## src/common/ccu_cd_params.svh

```systemverilog
//////////////////////////////////////////////////////////////////////
// CCU snoop-data routing parameters
// Port count, beat width and queue depths
//////////////////////////////////////////////////////////////////////

`ifndef CCU_CD_PARAMS_SVH
`define CCU_CD_PARAMS_SVH

// Number of cache ports returning CD beats
`define CCU_NUM_PORTS 4

// Width of one CD data word
`define CCU_CD_WIDTH 64

// Pending data-carrying requests
`define CCU_REQ_DEPTH 4

// Entries in each output stream buffer
`define CCU_OUT_DEPTH 4

`endif

```

## src/common/ccu_cd_pkg.sv

```systemverilog
//////////////////////////////////////////////////////////////////////
// CCU snoop-data path types
// Beats, port index, port mask and data destination
//////////////////////////////////////////////////////////////////////

`include "ccu_cd_params.svh"

package ccu_cd_pkg;

    // Cache port addressing
    typedef logic [$clog2(`CCU_NUM_PORTS)-1:0] port_idx_t;
    typedef logic [`CCU_NUM_PORTS-1:0]         port_mask_t;

    // One CD data word
    typedef logic [`CCU_CD_WIDTH-1:0] cd_word_t;

    // Data word plus last flag, 65 bits
    typedef struct packed {
        cd_word_t data;
        logic     last;
    } cd_beat_t;

    // Where the first responder's data goes
    typedef enum logic {
        DEST_MEMORY = 1'b0,
        DEST_SNOOP  = 1'b1
    } cd_dest_e;

endpackage

```

## src/common/ccu_op_pkg.sv

```systemverilog
//////////////////////////////////////////////////////////////////////
// CCU coherency opcodes and their data classification
//////////////////////////////////////////////////////////////////////

package ccu_op_pkg;

    import ccu_cd_pkg::*;

    typedef enum logic [1:0] {
        OP_NO_DATA       = 2'd0,
        OP_READ_SNP_DATA = 2'd1,
        OP_WRITE_BACK_R  = 2'd2,
        OP_WRITE_BACK_W  = 2'd3
    } ccu_op_e;

    // Returns whether snoop data follows, and where it goes
    function automatic logic op_needs_data(input ccu_op_e op, output cd_dest_e dest);
        dest = DEST_MEMORY;
        case (op)
            OP_READ_SNP_DATA: dest = DEST_SNOOP;
            OP_WRITE_BACK_R,
            OP_WRITE_BACK_W:  dest = DEST_MEMORY;
            default:          return 1'b0;
        endcase
        return 1'b1;
    endfunction

endpackage

```

## src/cd_route/cd_request_queue.sv

```systemverilog
//////////////////////////////////////////////////////////////////////
// CD request queue
// Grants coherency requests and keeps data-carrying ones in order
//////////////////////////////////////////////////////////////////////

`timescale 1ns/1ns

`include "ccu_cd_params.svh"

module cd_request_queue import ccu_cd_pkg::*; import ccu_op_pkg::*; (
    input  logic       clk_i,
    input  logic       rst_ni,
    input  logic       req_valid_i,
    input  ccu_op_e    req_op_i,
    input  port_idx_t  req_first_i,
    input  port_mask_t req_mask_i,
    output logic       req_gnt_o,
    output logic       head_valid_o,
    output cd_dest_e   head_dest_o,
    output port_idx_t  head_first_o,
    output port_mask_t head_mask_o,
    input  logic       head_pop_i
);

    localparam int unsigned Depth = `CCU_REQ_DEPTH;
    localparam int unsigned PtrW  = (Depth > 1) ? $clog2(Depth) : 1;
    localparam int unsigned CntW  = $clog2(Depth + 1);

    cd_dest_e   dest_q  [Depth];
    port_idx_t  first_q [Depth];
    port_mask_t mask_q  [Depth];

    logic [PtrW-1:0] wr_ptr_q, rd_ptr_q;
    logic [CntW-1:0] count_q;

    logic     needs_data;
    cd_dest_e req_dest;
    logic     empty, full;
    logic     push, wr_en, rd_en;

    always_comb begin
        needs_data = op_needs_data(req_op_i, req_dest);
    end

    assign empty = (count_q == '0);
    assign full  = (count_q == CntW'(Depth));

    // No-data requests bypass the ring entirely
    assign req_gnt_o = !full || !needs_data;
    assign push      = req_valid_i && needs_data && !full;

    // An entry that retires the cycle it arrives is never written
    assign wr_en = push && !(empty && head_pop_i);
    assign rd_en = head_pop_i && !empty;

    // Fall-through head
    assign head_valid_o = !empty || push;
    assign head_dest_o  = empty ? req_dest    : dest_q[rd_ptr_q];
    assign head_first_o = empty ? req_first_i : first_q[rd_ptr_q];
    assign head_mask_o  = empty ? req_mask_i  : mask_q[rd_ptr_q];

    always_ff @(posedge clk_i) begin
        if (wr_en) begin
            dest_q[wr_ptr_q]  <= req_dest;
            first_q[wr_ptr_q] <= req_first_i;
            mask_q[wr_ptr_q]  <= req_mask_i;
        end
    end

    always_ff @(posedge clk_i or negedge rst_ni) begin
        if (!rst_ni) begin
            wr_ptr_q <= '0;
            rd_ptr_q <= '0;
            count_q  <= '0;
        end else begin
            if (wr_en) begin
                wr_ptr_q <= (wr_ptr_q == PtrW'(Depth - 1)) ? '0 : wr_ptr_q + 1'b1;
            end
            if (rd_en) begin
                rd_ptr_q <= (rd_ptr_q == PtrW'(Depth - 1)) ? '0 : rd_ptr_q + 1'b1;
            end
            count_q <= count_q + CntW'(wr_en) - CntW'(rd_en);
        end
    end

    a_pop_not_empty: assert property (@(posedge clk_i) disable iff (!rst_ni)
        head_pop_i |-> head_valid_o);

    a_req_held: assert property (@(posedge clk_i) disable iff (!rst_ni)
        req_valid_i && !req_gnt_o |=> req_valid_i && $stable(req_op_i)
            && $stable(req_first_i) && $stable(req_mask_i));

endmodule

```

## src/cd_route/cd_beat_select.sv

```systemverilog
//////////////////////////////////////////////////////////////////////
// CD beat selection
// Accepts masked beats, forwards the first responder, retires the head
//////////////////////////////////////////////////////////////////////

`timescale 1ns/1ns

`include "ccu_cd_params.svh"

module cd_beat_select import ccu_cd_pkg::*; (
    input  logic                         clk_i,
    input  logic                         rst_ni,
    // Head of the request queue
    input  logic                         head_valid_i,
    input  cd_dest_e                     head_dest_i,
    input  port_idx_t                    head_first_i,
    input  port_mask_t                   head_mask_i,
    output logic                         head_pop_o,
    // Per-port CD inputs
    input  port_mask_t                   cd_valid_i,
    input  cd_word_t [`CCU_NUM_PORTS-1:0] cd_data_i,
    input  port_mask_t                   cd_last_i,
    output port_mask_t                   cd_ready_o,
    // Toward the output buffers
    input  logic                         mem_full_i,
    input  logic                         snp_full_i,
    output logic                         mem_push_o,
    output logic                         snp_push_o,
    output cd_beat_t                     beat_o
);

    // Ports that already delivered their last beat for the head entry
    port_mask_t last_q;

    port_mask_t xfer;
    port_mask_t done_mask;
    logic       dest_full;
    logic       first_xfer;
    logic       done;

    assign dest_full = (head_dest_i == DEST_MEMORY) ? mem_full_i : snp_full_i;

    //////////////////////////////////////////////////////////////////////
    // Per-port ready
    //////////////////////////////////////////////////////////////////////

    always_comb begin
        for (int i = 0; i < `CCU_NUM_PORTS; i++) begin
            cd_ready_o[i] = head_valid_i && head_mask_i[i] && !last_q[i];
            // First responder waits for room downstream
            if (port_idx_t'(i) == head_first_i && dest_full) begin
                cd_ready_o[i] = 1'b0;
            end
        end
    end

    assign xfer = cd_valid_i & cd_ready_o;

    //////////////////////////////////////////////////////////////////////
    // Retire
    //////////////////////////////////////////////////////////////////////

    // Includes last beats landing this cycle, so an empty mask retires at once
    assign done_mask  = last_q | (xfer & cd_last_i);
    assign done       = head_valid_i && ((done_mask & head_mask_i) == head_mask_i);
    assign head_pop_o = done;

    always_ff @(posedge clk_i or negedge rst_ni) begin
        if (!rst_ni) begin
            last_q <= '0;
        end else if (done) begin
            last_q <= '0;
        end else begin
            last_q <= done_mask;
        end
    end

    //////////////////////////////////////////////////////////////////////
    // Forwarding
    //////////////////////////////////////////////////////////////////////

    // Other responders are accepted above and simply dropped here
    assign first_xfer = xfer[head_first_i];

    assign beat_o.data = cd_data_i[head_first_i];
    assign beat_o.last = cd_last_i[head_first_i];

    assign mem_push_o = first_xfer && (head_dest_i == DEST_MEMORY);
    assign snp_push_o = first_xfer && (head_dest_i == DEST_SNOOP);

    // Head entry holds until it retires, so last_q stays meaningful
    a_head_stable: assert property (@(posedge clk_i) disable iff (!rst_ni)
        head_valid_i && !head_pop_o |=> head_valid_i && $stable(head_dest_i)
            && $stable(head_first_i) && $stable(head_mask_i));

endmodule

```

## src/source/cd_beat_buffer.sv

```systemverilog
//////////////////////////////////////////////////////////////////////
// CD output buffer
// Registered FIFO feeding one destination stream
//////////////////////////////////////////////////////////////////////

`timescale 1ns/1ns

module cd_beat_buffer import ccu_cd_pkg::*; #(
    parameter int unsigned DEPTH = 2
) (
    input  logic     clk_i,
    input  logic     rst_ni,
    input  logic     push_i,
    input  cd_beat_t beat_i,
    output logic     full_o,
    output logic     valid_o,
    output cd_word_t data_o,
    output logic     last_o,
    input  logic     ready_i
);

    localparam int unsigned PtrW = (DEPTH > 1) ? $clog2(DEPTH) : 1;
    localparam int unsigned CntW = $clog2(DEPTH + 1);

    cd_beat_t mem_q [DEPTH];

    logic [PtrW-1:0] wr_ptr_q, rd_ptr_q;
    logic [CntW-1:0] count_q;
    logic            pop;

    assign full_o  = (count_q == CntW'(DEPTH));
    assign valid_o = (count_q != '0);
    assign data_o  = mem_q[rd_ptr_q].data;
    assign last_o  = mem_q[rd_ptr_q].last;
    assign pop     = valid_o && ready_i;

    always_ff @(posedge clk_i) begin
        if (push_i) begin
            mem_q[wr_ptr_q] <= beat_i;
        end
    end

    always_ff @(posedge clk_i or negedge rst_ni) begin
        if (!rst_ni) begin
            wr_ptr_q <= '0;
            rd_ptr_q <= '0;
            count_q  <= '0;
        end else begin
            if (push_i) begin
                wr_ptr_q <= (wr_ptr_q == PtrW'(DEPTH - 1)) ? '0 : wr_ptr_q + 1'b1;
            end
            if (pop) begin
                rd_ptr_q <= (rd_ptr_q == PtrW'(DEPTH - 1)) ? '0 : rd_ptr_q + 1'b1;
            end
            count_q <= count_q + CntW'(push_i) - CntW'(pop);
        end
    end

    // Stalled output must hold its beat
    a_out_stable: assert property (@(posedge clk_i) disable iff (!rst_ni)
        valid_o && !ready_i |=> valid_o && $stable(data_o) && $stable(last_o));

endmodule

```

## src/source/ccu_cd_router.sv

```systemverilog
//////////////////////////////////////////////////////////////////////
// CCU snoop-data router
// Routes the first responder's CD beats to memory or snoop stream
//////////////////////////////////////////////////////////////////////

`timescale 1ns/1ns

`include "ccu_cd_params.svh"

module ccu_cd_router import ccu_cd_pkg::*; import ccu_op_pkg::*; (
    input  logic                         clk_i,
    input  logic                         rst_ni,
    // Coherency requests
    input  logic                         req_valid_i,
    input  ccu_op_e                      req_op_i,
    input  port_idx_t                    req_first_i,
    input  port_mask_t                   req_mask_i,
    output logic                         req_gnt_o,
    // CD beats from the cache ports
    input  port_mask_t                   cd_valid_i,
    input  cd_word_t [`CCU_NUM_PORTS-1:0] cd_data_i,
    input  port_mask_t                   cd_last_i,
    output port_mask_t                   cd_ready_o,
    // Write-back data toward memory
    output logic                         mem_valid_o,
    output cd_word_t                     mem_data_o,
    output logic                         mem_last_o,
    input  logic                         mem_ready_i,
    // Snoop data back to the requester
    output logic                         snp_valid_o,
    output cd_word_t                     snp_data_o,
    output logic                         snp_last_o,
    input  logic                         snp_ready_i
);

    logic       head_valid;
    cd_dest_e   head_dest;
    port_idx_t  head_first;
    port_mask_t head_mask;
    logic       head_pop;

    logic       mem_push, snp_push;
    logic       mem_full, snp_full;
    cd_beat_t   beat;

    cd_request_queue i_cd_request_queue (
        .clk_i,
        .rst_ni,
        .req_valid_i,
        .req_op_i,
        .req_first_i,
        .req_mask_i,
        .req_gnt_o,
        .head_valid_o (head_valid),
        .head_dest_o  (head_dest),
        .head_first_o (head_first),
        .head_mask_o  (head_mask),
        .head_pop_i   (head_pop)
    );

    cd_beat_select i_cd_beat_select (
        .clk_i,
        .rst_ni,
        .head_valid_i (head_valid),
        .head_dest_i  (head_dest),
        .head_first_i (head_first),
        .head_mask_i  (head_mask),
        .head_pop_o   (head_pop),
        .cd_valid_i,
        .cd_data_i,
        .cd_last_i,
        .cd_ready_o,
        .mem_full_i   (mem_full),
        .snp_full_i   (snp_full),
        .mem_push_o   (mem_push),
        .snp_push_o   (snp_push),
        .beat_o       (beat)
    );

    cd_beat_buffer #(
        .DEPTH (`CCU_OUT_DEPTH)
    ) i_mem_buffer (
        .clk_i,
        .rst_ni,
        .push_i  (mem_push),
        .beat_i  (beat),
        .full_o  (mem_full),
        .valid_o (mem_valid_o),
        .data_o  (mem_data_o),
        .last_o  (mem_last_o),
        .ready_i (mem_ready_i)
    );

    cd_beat_buffer #(
        .DEPTH (`CCU_OUT_DEPTH)
    ) i_snp_buffer (
        .clk_i,
        .rst_ni,
        .push_i  (snp_push),
        .beat_i  (beat),
        .full_o  (snp_full),
        .valid_o (snp_valid_o),
        .data_o  (snp_data_o),
        .last_o  (snp_last_o),
        .ready_i (snp_ready_i)
    );

endmodule

```

## config.mk

```make
export PLATFORM = sky130hd
export DESIGN_NAME = ccu_cd_router
export DESIGN_NICKNAME = d
export VERILOG_FILES = /design/src/common/ccu_cd_pkg.sv /design/src/common/ccu_op_pkg.sv /design/src/cd_route/cd_request_queue.sv /design/src/cd_route/cd_beat_select.sv /design/src/source/cd_beat_buffer.sv /design/src/source/ccu_cd_router.sv
export VERILOG_INCLUDE_DIRS = /design/src /design/src/common
export SDC_FILE = /design/constraint.sdc
export NUM_CORES = 1
export LEC_CHECK = 0
export ABC_AREA = 1
export BUFFER_PORTS_ARGS = -buffer_cell sky130_fd_sc_hd__buf_2
export CORE_MARGIN = 2
export CORE_UTILIZATION = 56
export CTS_CLUSTER_DIAMETER = 60
export CTS_CLUSTER_SIZE = 30
export DETAILED_ROUTE_END_ITERATION = 16
export GPL_TIMING_DRIVEN = 0
export PLACE_DENSITY = 0.8
export SYNTH_ARGS = -nofsm -noshare
export SYNTH_HDL_FRONTEND = slang
export SYNTH_SLANG_ARGS = --single-unit
```

## constraint.sdc

```tcl
create_clock -name clk_i -period 10.05 [get_ports clk_i]
set_input_delay 0.5025 -clock clk_i [delete_from_list [all_inputs] [get_ports clk_i]]
set_output_delay 0.5025 -clock clk_i [all_outputs]
set_load 0.02 [all_outputs]
```

Word-level counts from Yosys, hierarchy flattened
Memories as Yosys holds them, arrays and structs flattened.
Index checks and enable logic that the tools add are counted.
- reductions and logical operators: 37
- bitwise operators: 5
- $lt $le $gt $ge: 1
- $add $sub $neg: 12
- eq/ne operators: 16
- mux-type cells: 29
- operator list (cell ; count):
    binary-select mux 64 bit (select 2 bit) ; 1
    two-way mux 64 bit ; 1
    logical AND 1 bit ; 22
    == test 2 bit (second input constant) ; 8
    two-way mux 1 bit ; 16
    two-way mux 2 bit ; 7
    adder 2 x 1 -> 2 bit (second input constant) ; 6
    AND 4 bit ; 3
    adder 3 x 1 -> 3 bit ; 3
    == test 3 bit (second input constant) ; 3
    subtractor 3 x 1 -> 3 bit ; 3
    logical NOT 1 bit ; 8
    two-way mux 4 bit ; 2
    nonzero test 3 bit ; 2
    binary-select mux 1 bit (select 2 bit) ; 2
    == test 2 bit (first input constant) ; 2
    == test 4 bit ; 1
    OR 4 bit ; 1
    logical NOT 3 bit ; 1
    less-than comparator 2 x 3 -> 1 bit (second input constant) ; 1
    OR reduction 3 bit ; 1
    == test 1 x 2 -> 1 bit (first input constant) ; 1
    == test 2 x 1 -> 1 bit (second input constant) ; 1
    logical NOT 2 bit ; 1
    other kinds (2) ; 3
- register bits: 25
- memories kept: 5
- output and inout port bits: 137
- input bits: 277
- memory bits (writable): 548
- memory list (name ; words ; width ; rd ports ; clocked after memory_dff ; write ports ; RTL line ; text):
    i_mem_buffer.mem_q ; 4 ; 65 ; 1 ; 0 ; 1 ; cd_beat_buffer.sv:25 ; cd_beat_t mem_q [DEPTH];
    i_snp_buffer.mem_q ; 4 ; 65 ; 1 ; 0 ; 1 ; cd_beat_buffer.sv:25 ;
    i_cd_request_queue.mask_q ; 4 ; 4 ; 1 ; 0 ; 1 ; cd_request_queue.sv:31 ; port_mask_t mask_q [Depth];
    i_cd_request_queue.first_q ; 4 ; 2 ; 1 ; 0 ; 1 ; cd_request_queue.sv:30 ; port_idx_t first_q [Depth];
    i_cd_request_queue.dest_q ; 4 ; 1 ; 1 ; 0 ; 1 ; cd_request_queue.sv:29 ; cd_dest_e dest_q [Depth];

Longest topological paths before layout
Gate-level depths: netlist of run 1.
- word-level depth: 20
- gate-level depth with buffers: 21
- mapped depth without buffers: 20

Cells and area by module
From an unflattened synthesis of run 1, not the netlist that was laid out.
- cell total of the unflattened synthesis: 2136
- area total of the unflattened synthesis: 25385.6 sq um
- by module, submodules not included (module ; cells an instance ; area each (sq um) ; instances ; sequential area each (sq um)):
    cd_beat_buffer ; 810 ; 10865.4 ; 2 ; 7982.7
    cd_beat_select ; 336 ; 1896.8 ; 1 ; 100.1
    cd_request_queue ; 180 ; 1757.9 ; 1 ; 1016.0

Worst setup path before layout of run 1
OpenSTA, ideal clock, no wires.
- path type: register to register
- start: register i_cd_request_queue.rd_ptr_q[0]
- end: memory i_mem_buffer.mem_q[0][0] (netlist name), enable pin
- buffers on the path: 2
- cell stages (with the launch flop): 17
- data arrival time: 4.440 ns
- setup slack: 5.121 ns
- data required time: 9.561 ns
- cell sequence: dfrtp_1 buf_6 inv_6 buf_8 nand2_2 nand3_2 nand3_2 nand3_1 nand2_2 nand2_2 and2_4 a21boi_1 nor2_1 nand2_2 nor2_4 inv_2 nor2_1
- cells in the longest elaborated chain, start to end: 11
- elaborated cells on any way between the ends: 34
- ends and longest elaborated chain (what ; RTL line ; text):
    start: declaration ; cd_request_queue.sv:33 ; logic [PtrW-1:0] wr_ptr_q, rd_ptr_q;
    start signal: assignment ; cd_request_queue.sv:80 ; rd_ptr_q <= (rd_ptr_q == PtrW'(Depth - 1)) ? '0 : rd_ptr_q + 1'b1;
    memory read (4 x 2 bit), or another cell as far along ; n/a ;
    two-way mux 2 bit, or another cell as far along ; cd_request_queue.sv:59 ; assign head_first_o = empty ? req_first_i : first_q[rd_ptr_q];
    == test 2 bit, or another cell as far along ; cd_beat_select.sv:51 ; if (port_idx_t'(i) == head_first_i && dest_full) begin
    logical AND 1 bit, on equally long branches ; cd_beat_select.sv:51, cd_beat_select.sv:49 ;
    two-way mux 1 bit * ; cd_beat_select.sv:51 ;
    named net cd_ready_o[2] ; ccu_cd_router.sv:23 ; output port_mask_t cd_ready_o,
    AND 4 bit * ; cd_beat_select.sv:57 ; assign xfer = cd_valid_i & cd_ready_o;
    binary-select mux 1 bit (select 2 bit) * ; cd_beat_select.sv:83 ; assign first_xfer = xfer[head_first_i];
    two-way mux 1 bit (not written as such) * ; cd_beat_select.sv:83 ;
    logical AND 1 bit * ; cd_beat_select.sv:88 ; assign mem_push_o = first_xfer && (head_dest_i == DEST_MEMORY);
    named net i_cd_beat_select.mem_push_o ; cd_beat_select.sv:27 ; output logic mem_push_o,
    two-way mux 1 bit * ; cd_beat_buffer.sv:38 ; if (push_i) begin
    two-way mux 1 bit (not written as such) * ; cd_beat_buffer.sv:39 ; mem_q[wr_ptr_q] <= beat_i;
    end: declaration ; cd_beat_buffer.sv:25 ;
Mark *: on every way through the listed nets, which the timed path passes. The rest lies on a longest branch. The select of a mux whose other input is x is not followed.

Final worst setup path of run 1
- start: register i_mem_buffer.rd_ptr_q[0]
- end: output port mem_data_o[62]
- cells in the longest elaborated chain, start to end: 1
- ends and longest elaborated chain (what ; RTL line ; text):
    start: declaration ; cd_beat_buffer.sv:27 ; logic [PtrW-1:0] wr_ptr_q, rd_ptr_q;
    start signal: assignment ; cd_beat_buffer.sv:53 ; rd_ptr_q <= (rd_ptr_q == PtrW'(DEPTH - 1)) ? '0 : rd_ptr_q + 1'b1;
    memory read (4 x 65 bit) ; n/a ;
    end: declaration ; ccu_cd_router.sv:26 ; output cd_word_t mem_data_o,
No other way between the ends.

==> impl_metrics.csv, run 1 <==
group,metric,value,unit
clock_tree,cts_setup_buffers,0,
detailed_routing,drt_wl_total,66010,um
detailed_routing,via_count,17270,
sta,skew,21.79,ps
run_status,outcome,"complete, no violations",
min_path,holdPathStages,1,
detailed_routing,drt-wirelength-per-cell,23.06,um
layout,syn_to_final_growth,18.65,%
clock_tree,root_buffer,"clkbuf_16",
pwr,p_leak,10.30,nW
min_path,hold_end,"i_cd_request_queue.mask_q[3][1]$_DFFE_PP_",
layout,fin_util,67.72,%
detailed_routing,highest-signal-layer,"met4",
sta,drv_slew,0,
global_route,grt_usage,29.72,%
pwr,pwr_density_cell,405.7,nW/um^2
yosys,yosysSeqAreaShare,72.81,%
sta,hold_violations,0,
clock_tree,cts_max_level,2,
clock_tree,clkTransAtPathRegs,90,ps
clock_tree,cts_tree,"done",
setup_path,critical-path-max-stage-delay,710,ps
setup_path,cp.required,9550,ps
die,core,41110,um^2
die,die_area,43550,um^2
detailed_routing,dr_wl_met2,33000,um
pwr,finalPower,0.01129,W
die,rows,74,
detailed_routing,vias_per_cell,6.035,
placement,place.gp.congestion,0.8749,
detailed_routing,wl_met3,5921,um
die,die_h,208.7,um
clock_tree,cts_resized,0,
layout,nNetsFinal,2606,
yosys,syn_area,23460,um^2
placement,hpwl,45690,um
setup_path,reg2reg_depth,10,
layout,fillers,2927,
setup_path,crit_buf_inv,5,
sta,setup_viol,0,
sta,setup_tns,0,ps
detailed_routing,wl_met1,24750,um
pwr,ir_drop,0.2746,mV
global_route,grt_pass1_wl,97460,um
sta,finalCritPeriodShare,43.93,%
setup_path,crit_chain,"clkbuf_1 -> inv_1 -> clkbuf_1 -> clkbuf_1 -> o21ai_0 -> o22ai_1 -> buf_2",
min_path,hp-class,"input pin to flip-flop",
setup_path,worst-setup-path-type,"flip-flop to primary output",
clock_tree,insertion_delay,560,ps
sta,period_needed,4415,ps
min_path,hp-start,"req_mask_i[1]",
clock_tree,clk_path_buf_depth,3,
setup_path,r2r_setup_slack,6630,ps
setup_path,path_delay_family,"buffers and inverters",
yosys,synth.distinct_cells,37,
detailed_routing,drt_iter0_drc,1847,
global_route,grt_overflow_total,0,
global_route,grt_start_max_net_pins,30,
sta,worst_slew_pin_slew,1120,ps
die,boundaryPins,414,
yosys,syn_inst,1838,
setup_path,cp_data_arrival_time,3910,ps
detailed_routing,drt_first_pass_iters,7,
detailed_routing,ant_nets,0,
sta,rsz0062_at_grt,"false",
die,initial_core_util,57.07,%
setup_path,cp_common_cell,"clkbuf_1",
yosys,ys_ff_latch,573,
yosys,synth.avg_cell_area,12.76,um^2
yosys,syn-num-nets,2139,
flow_run,cap_viol_max_count,0,
sta,relSlewSlack,25.31,%
yosys,synth_warnings,0,
setup_path,start_kind,"flip-flop",
setup_path,rr_startpoint,"i_cd_request_queue.rd_ptr_q[1]$_DFFE_PN0P_",
setup_path,critPathSlowestCell,"clkbuf_1",
clock_tree,cts.sinks,573,
clock_tree,cts_made_buffers,34,
detailed_routing,drc,0,
die,die_x,208.7,um
placement,numPortBuffers,413,
setup_path,crit_path_end_kind,"primary output",
layout,drive_above_1_share,23.82,%
setup_path,crit_fanout,10,
global_route,grt_pass1_vias,17010,
layout,diodes,0,
global_route,antenna_found_initial,1,
sta,max_freq,0.2265,GHz
setup_path,worstReg2RegEnd,"i_snp_buffer.mem_q[1][37]$_DFFE_PP_",
[report_power, final]
group	switching [W]	total (W)	internal, W
sequential	0.000185	0.00431	0.00413
combinational	0.00402	0.00539	0.00137
clock	0.000812	0.00159	0.000777
total	0.00502	0.0113	0.00628
[worst max-delay path by stage]
| stage | start | end | cells past startpoint |
|---|---|---|---|
| finish | i_mem_buffer.rd_ptr_q[0]$_DFFE_PN0P_ | mem_data_o[62] | 7 |
| global route | i_mem_buffer.rd_ptr_q[0]$_DFFE_PN0P_ | mem_data_o[1] | 7 |
| CTS | i_mem_buffer.rd_ptr_q[0]$_DFFE_PN0P_ | mem_data_o[28] | 7 |
| detailed placement | i_mem_buffer.rd_ptr_q[0]$_DFFE_PN0P_ | mem_data_o[28] | 7 |
| global placement | req_op_i[0] | i_snp_buffer.mem_q[0][35]$_DFFE_PP_ | 15 |
| floorplan | i_cd_request_queue.rd_ptr_q[0]$_DFFE_PN0P_ | i_mem_buffer.mem_q[0][0]$_DFFE_PP_ | 16 |
[placed cells by master (no fill, tap or decap), types with 3 or more instances in the layout]
master     count
o21ai_0      268
o22ai_1      130
nand3_1       43
edfxtp_1     548
inv_8          5
inv_2          5
a22oi_1      114
buf_12        15
nand2_2       10
inv_6          6
clkbuf_16     38
ha_1          21
a21oi_1        7
nor2_2         5
nand4_1        3
o21ai_1        6
dfrtp_1       25
nand2_1      162
fa_1           3
nor2_1       277
buf_2        433
nor2_4        11
clkbuf_1      92
nand3_2        6
xnor2_1        4
inv_1         58
[sequential cells by signal, summed over array words and instances (netlist names)]
signal	cells
i_cd_request_queue.rd_ptr_q	2
i_snp_buffer.mem_q	260
i_cd_request_queue.dest_q	4
i_mem_buffer.rd_ptr_q	2
i_cd_request_queue.first_q	8
i_snp_buffer.wr_ptr_q	2
i_snp_buffer.rd_ptr_q	2
i_mem_buffer.mem_q	260
i_cd_request_queue.count_q	3
i_cd_beat_select.last_q	4
i_mem_buffer.wr_ptr_q	2
i_cd_request_queue.mask_q	16
i_mem_buffer.count_q	3
i_snp_buffer.count_q	3
i_cd_request_queue.wr_ptr_q	2
[cell type report]
cell class | instances | area (um^2) | share of cell area, %
Buffer | 117 | 498.0 | 1.789
Tap cell | 532 | 665.6 | 2.391
Inverter | 64 | 245.2 | 0.8809
Clock inverter | 21 | 260.3 | 0.9349
Sequential cell | 573 | 17080 | 61.36
Clock buffer | 40 | 958.4 | 3.443
Multi-Input combinational cell | 1084 | 5697 | 20.46
Timing Repair Buffer | 431 | 2432 | 8.737
[per-stage QoR]
step / instances / hold slack [ps] / setup WS (ps) / cell area [um^2]
global placement: 2783 / 515.4 / 2585 / 26190
detailed placement: 2800 / 515.7 / 6307 / 26610
floorplan: 1838 / 206.9 / 5121 / 23460
global route: 2862 / 187.0 / 5473 / 27840
finish: 2862 / 200.0 / 5635 / 27840
CTS: 2862 / 178.6 / 5694 / 27840
[metal layers]
metal | GRT usage [%] | vias up
met3 | 4.599 | 141
met4 | 11.72 | 0
met2 | 50.92 | 978
li1 | - | 7736
met5 | 0 | -
met1 | 38.41 | 8416
[kinds of logic after synthesis]
family,share of synthesized area [%]
xor+xnor,0.1866
simple gates,9.258
buf+inv,3.168
compound gates,13.20
fa+ha+maj,1.376
flops,72.81
[timing repair]
| action | CTS | global route |
|---|---|---|
| hold buffers | 1 | 0 |
| hold endpoints to repair | 25 | 0 |
| endpoints found under the setup margin | 0 | 0 |
[cells in the mapped netlist (all sizes together)]
cell | instances | area [um^2]
nand4 | 3 | 18.77
buf | 27 | 160.2
a22oi | 114 | 855.8
and3 | 1 | 11.26
nor2 | 293 | 1135
inv | 64 | 245.2
or2 | 3 | 18.77
and2 | 3 | 21.27
xor2 | 1 | 8.760
xnor2 | 4 | 35.03
o21ai | 274 | 1371
nand3 | 49 | 275.3
a21boi | 3 | 22.52
clkbuf | 90 | 337.8
nand2 | 173 | 681.9
nor3 | 2 | 10.01
ha | 21 | 262.8
edfxtp | 548 | 16460
dfrtp | 25 | 625.6
a21oi | 7 | 35.03
o22ai | 130 | 813.3
fa | 3 | 60.06
Power figures use the tool's default switching activity.
==> inputs of run 2 (changes only) <==
- CORE_UTILIZATION: 56 -> 51
- PLACE_DENSITY: 0.8 -> 0.77
- clock period: 10.05 -> 3.9 ns (I/O delays scaled with it)
==> impl_metrics.csv, run 2 (synthesized netlist as in run 1, its figures left out) <==
group,metric,value,unit
layout,instances_no_fill,2944,
global_route,grt_usage,27.25,%
sta,hold_violations,0,
sta,relSlewSlack,24.80,%
detailed_routing,ant_nets,0,
layout,fillers,3424,
pwr,ir_drop,0.8277,mV
clock_tree,clkTransAtPathRegs,90,ps
clock_tree,cts_max_level,2,
global_route,grt_start_max_net_pins,31,
setup_path,cp_common_cell,"clkbuf_1",
layout,final_common_cell,"edfxtp_1",
die,core,45380,um^2
setup_path,start_kind,"flip-flop",
setup_path,crit_chain,"clkbuf_1 -> inv_1 -> clkbuf_1 -> nor2_1 -> o22ai_1 -> buf_2",
global_route,met3_usage,4.120,%
sta,holdWs,38.34,ps
setup_path,path_delay_family,"buffers and inverters",
clock_tree,cts_tree,"done",
clock_tree,cts_made_buffers,34,
layout,drive_above_1_share,23.98,%
setup_path,reg2reg_depth,16,
layout,diodes,0,
layout,final_cell_mix,"edfxtp_1 (548), buf_2 (433), nor2_1 (277)",
sta,period_needed,3667,ps
sta,max_freq,0.2727,GHz
detailed_routing,drt_wl_total,66790,um
sta,rsz0062_at_grt,"false",
global_route,top_usage_layer,"met2",
die,die_x,218.5,um
setup_path,worst-setup-path-type,"flip-flop to primary output",
layout,seqCellArea,17080,um^2
placement,place_inst,2868,
die,die_h,218.5,um
detailed_routing,drc,0,
setup_path,critPathSlowestCell,"inv_1",
run_status,outcome,"complete, no violations",
setup_path,cp_data_arrival_time,3470,ps
die,boundaryPins,414,
sta,setup_viol,0,
die,initial_core_util,51.70,%
setup_path,cp.depth,6,
clock_tree,root_buffer,"clkbuf_16",
global_route,grt_overflow_total,0,
flow_run,cap_viol_max_count,0,
placement,hpwl,46410,um
min_path,holdPathStages,2,
sta,finalCritPeriodShare,94.04,%
global_route,grt_pass1_wl,96900,um
global_route,use_met1,35.40,%
die,die_area,47730,um^2
global_route,grtUsageMet2,46.65,%
sta,worst_slew_pin_slew,1128,ps
clock_tree,cts.sinks,573,
detailed_routing,via_count,17280,
layout,syn_to_final_growth,19.82,%
detailed_routing,drt-wirelength-per-cell,22.69,um
clock_tree,clk_path_buf_depth,3,
sta,setup_tns,0,ps
detailed_routing,drt_first_pass_iters,7,
placement,numPortBuffers,413,
pwr,p_leak,10.38,nW
global_route,grt_pass1_vias,16680,
setup_path,crit_path_end_kind,"primary output",
layout,multiInputGateArea,5697,um^2
detailed_routing,vias_per_cell,5.869,
setup_path,cp.required,3700,ps
setup_path,critical-path-max-stage-delay,600,ps
placement,place.gp.congestion,0.8231,
layout,top_regs,"i_mem_buffer.mem_q x260, i_snp_buffer.mem_q x260, i_cd_request_queue.mask_q x16",
setup_path,crit_buf_inv,4,
sta,drv_slew,0,
clock_tree,insertion_delay,570,ps
layout,nNetsFinal,2619,
die,rows,78,
min_path,hp-class,"input pin to flip-flop",
clock_tree,cts_setup_buffers,0,
setup_path,crit_fanout,14,
pwr,pwr_density_cell,1039,nW/um^2
sta,skew,28.16,ps
global_route,antenna_found_initial,1,
detailed_routing,drt_iter0_drc,1696,
-- run 2: worst paths after layout --
kind	from	endpoint	slack (ps)
hold reg to reg	i_cd_beat_select.last_q[0]$_DFF_PN0_	i_cd_beat_select.last_q[0]$_DFF_PN0_	550
setup reg to reg	i_cd_request_queue.count_q[1]$_DFF_PN0_	i_snp_buffer.mem_q[3][34]$_DFFE_PP_	440
min in group asynchronous	rst_ni	i_cd_beat_select.last_q[3]$_DFF_PN0_	160
hold / removal	req_op_i[1]	i_cd_request_queue.dest_q[0]$_DFFE_PP_	40
setup / recovery	i_mem_buffer.rd_ptr_q[0]$_DFFE_PN0P_	mem_data_o[0]	230
max in group asynchronous	rst_ni	i_mem_buffer.rd_ptr_q[1]$_DFFE_PN0P_	3330
-- run 2: report_power, final --
part           internal, W  total (W)  leakage [nW]  switching, W
logic              0.00356     0.0140          4.49        0.0104
registers           0.0106     0.0111          5.29      0.000457
clock network      0.00190    0.00413         0.606       0.00223
total               0.0161     0.0292          10.4        0.0131
-- run 2: per-stage QoR --
stage	setup WS, ps	utilization, %	total power (W)	area, um^2
global placement	-3709	57.91	0.02433	26280
CTS	137.4	61.94	0.02919	28110
global route	120.0	61.94	0.03064	28110
floorplan	-1029	-	0.01931	23460
finish	232.6	61.94	0.02921	28110
detailed placement	340.7	58.87	0.02512	26720
-- run 2: metal layers --
layer  share of wire (%)  routed length (um)  vias up
li1                    -                   -     7753
met1                  38               25430     8501
met2                  50               33490      894
met3                 8.6                5715      129
met4                 3.2                2143        2
met5               0.019                  13        -
-- run 2: repair_timing --
item / CTS / global route
gates resized for setup: 1 / 4
hold endpoints to repair: 53 / 0
hold buffers: 15 / 0
endpoints found under the setup margin: 59 / 3
pin swaps: 0 / 0
-- run 2: area by class of cell --
type	instances	area share, %
sequential	573	60.76
multi-input combinational	1084	20.27
timing repair buffer	445	9.231
clock buffer	37	3.294
tap	600	2.671
buffer	116	1.771
clock inverter	25	1.131
inverter	64	0.8724
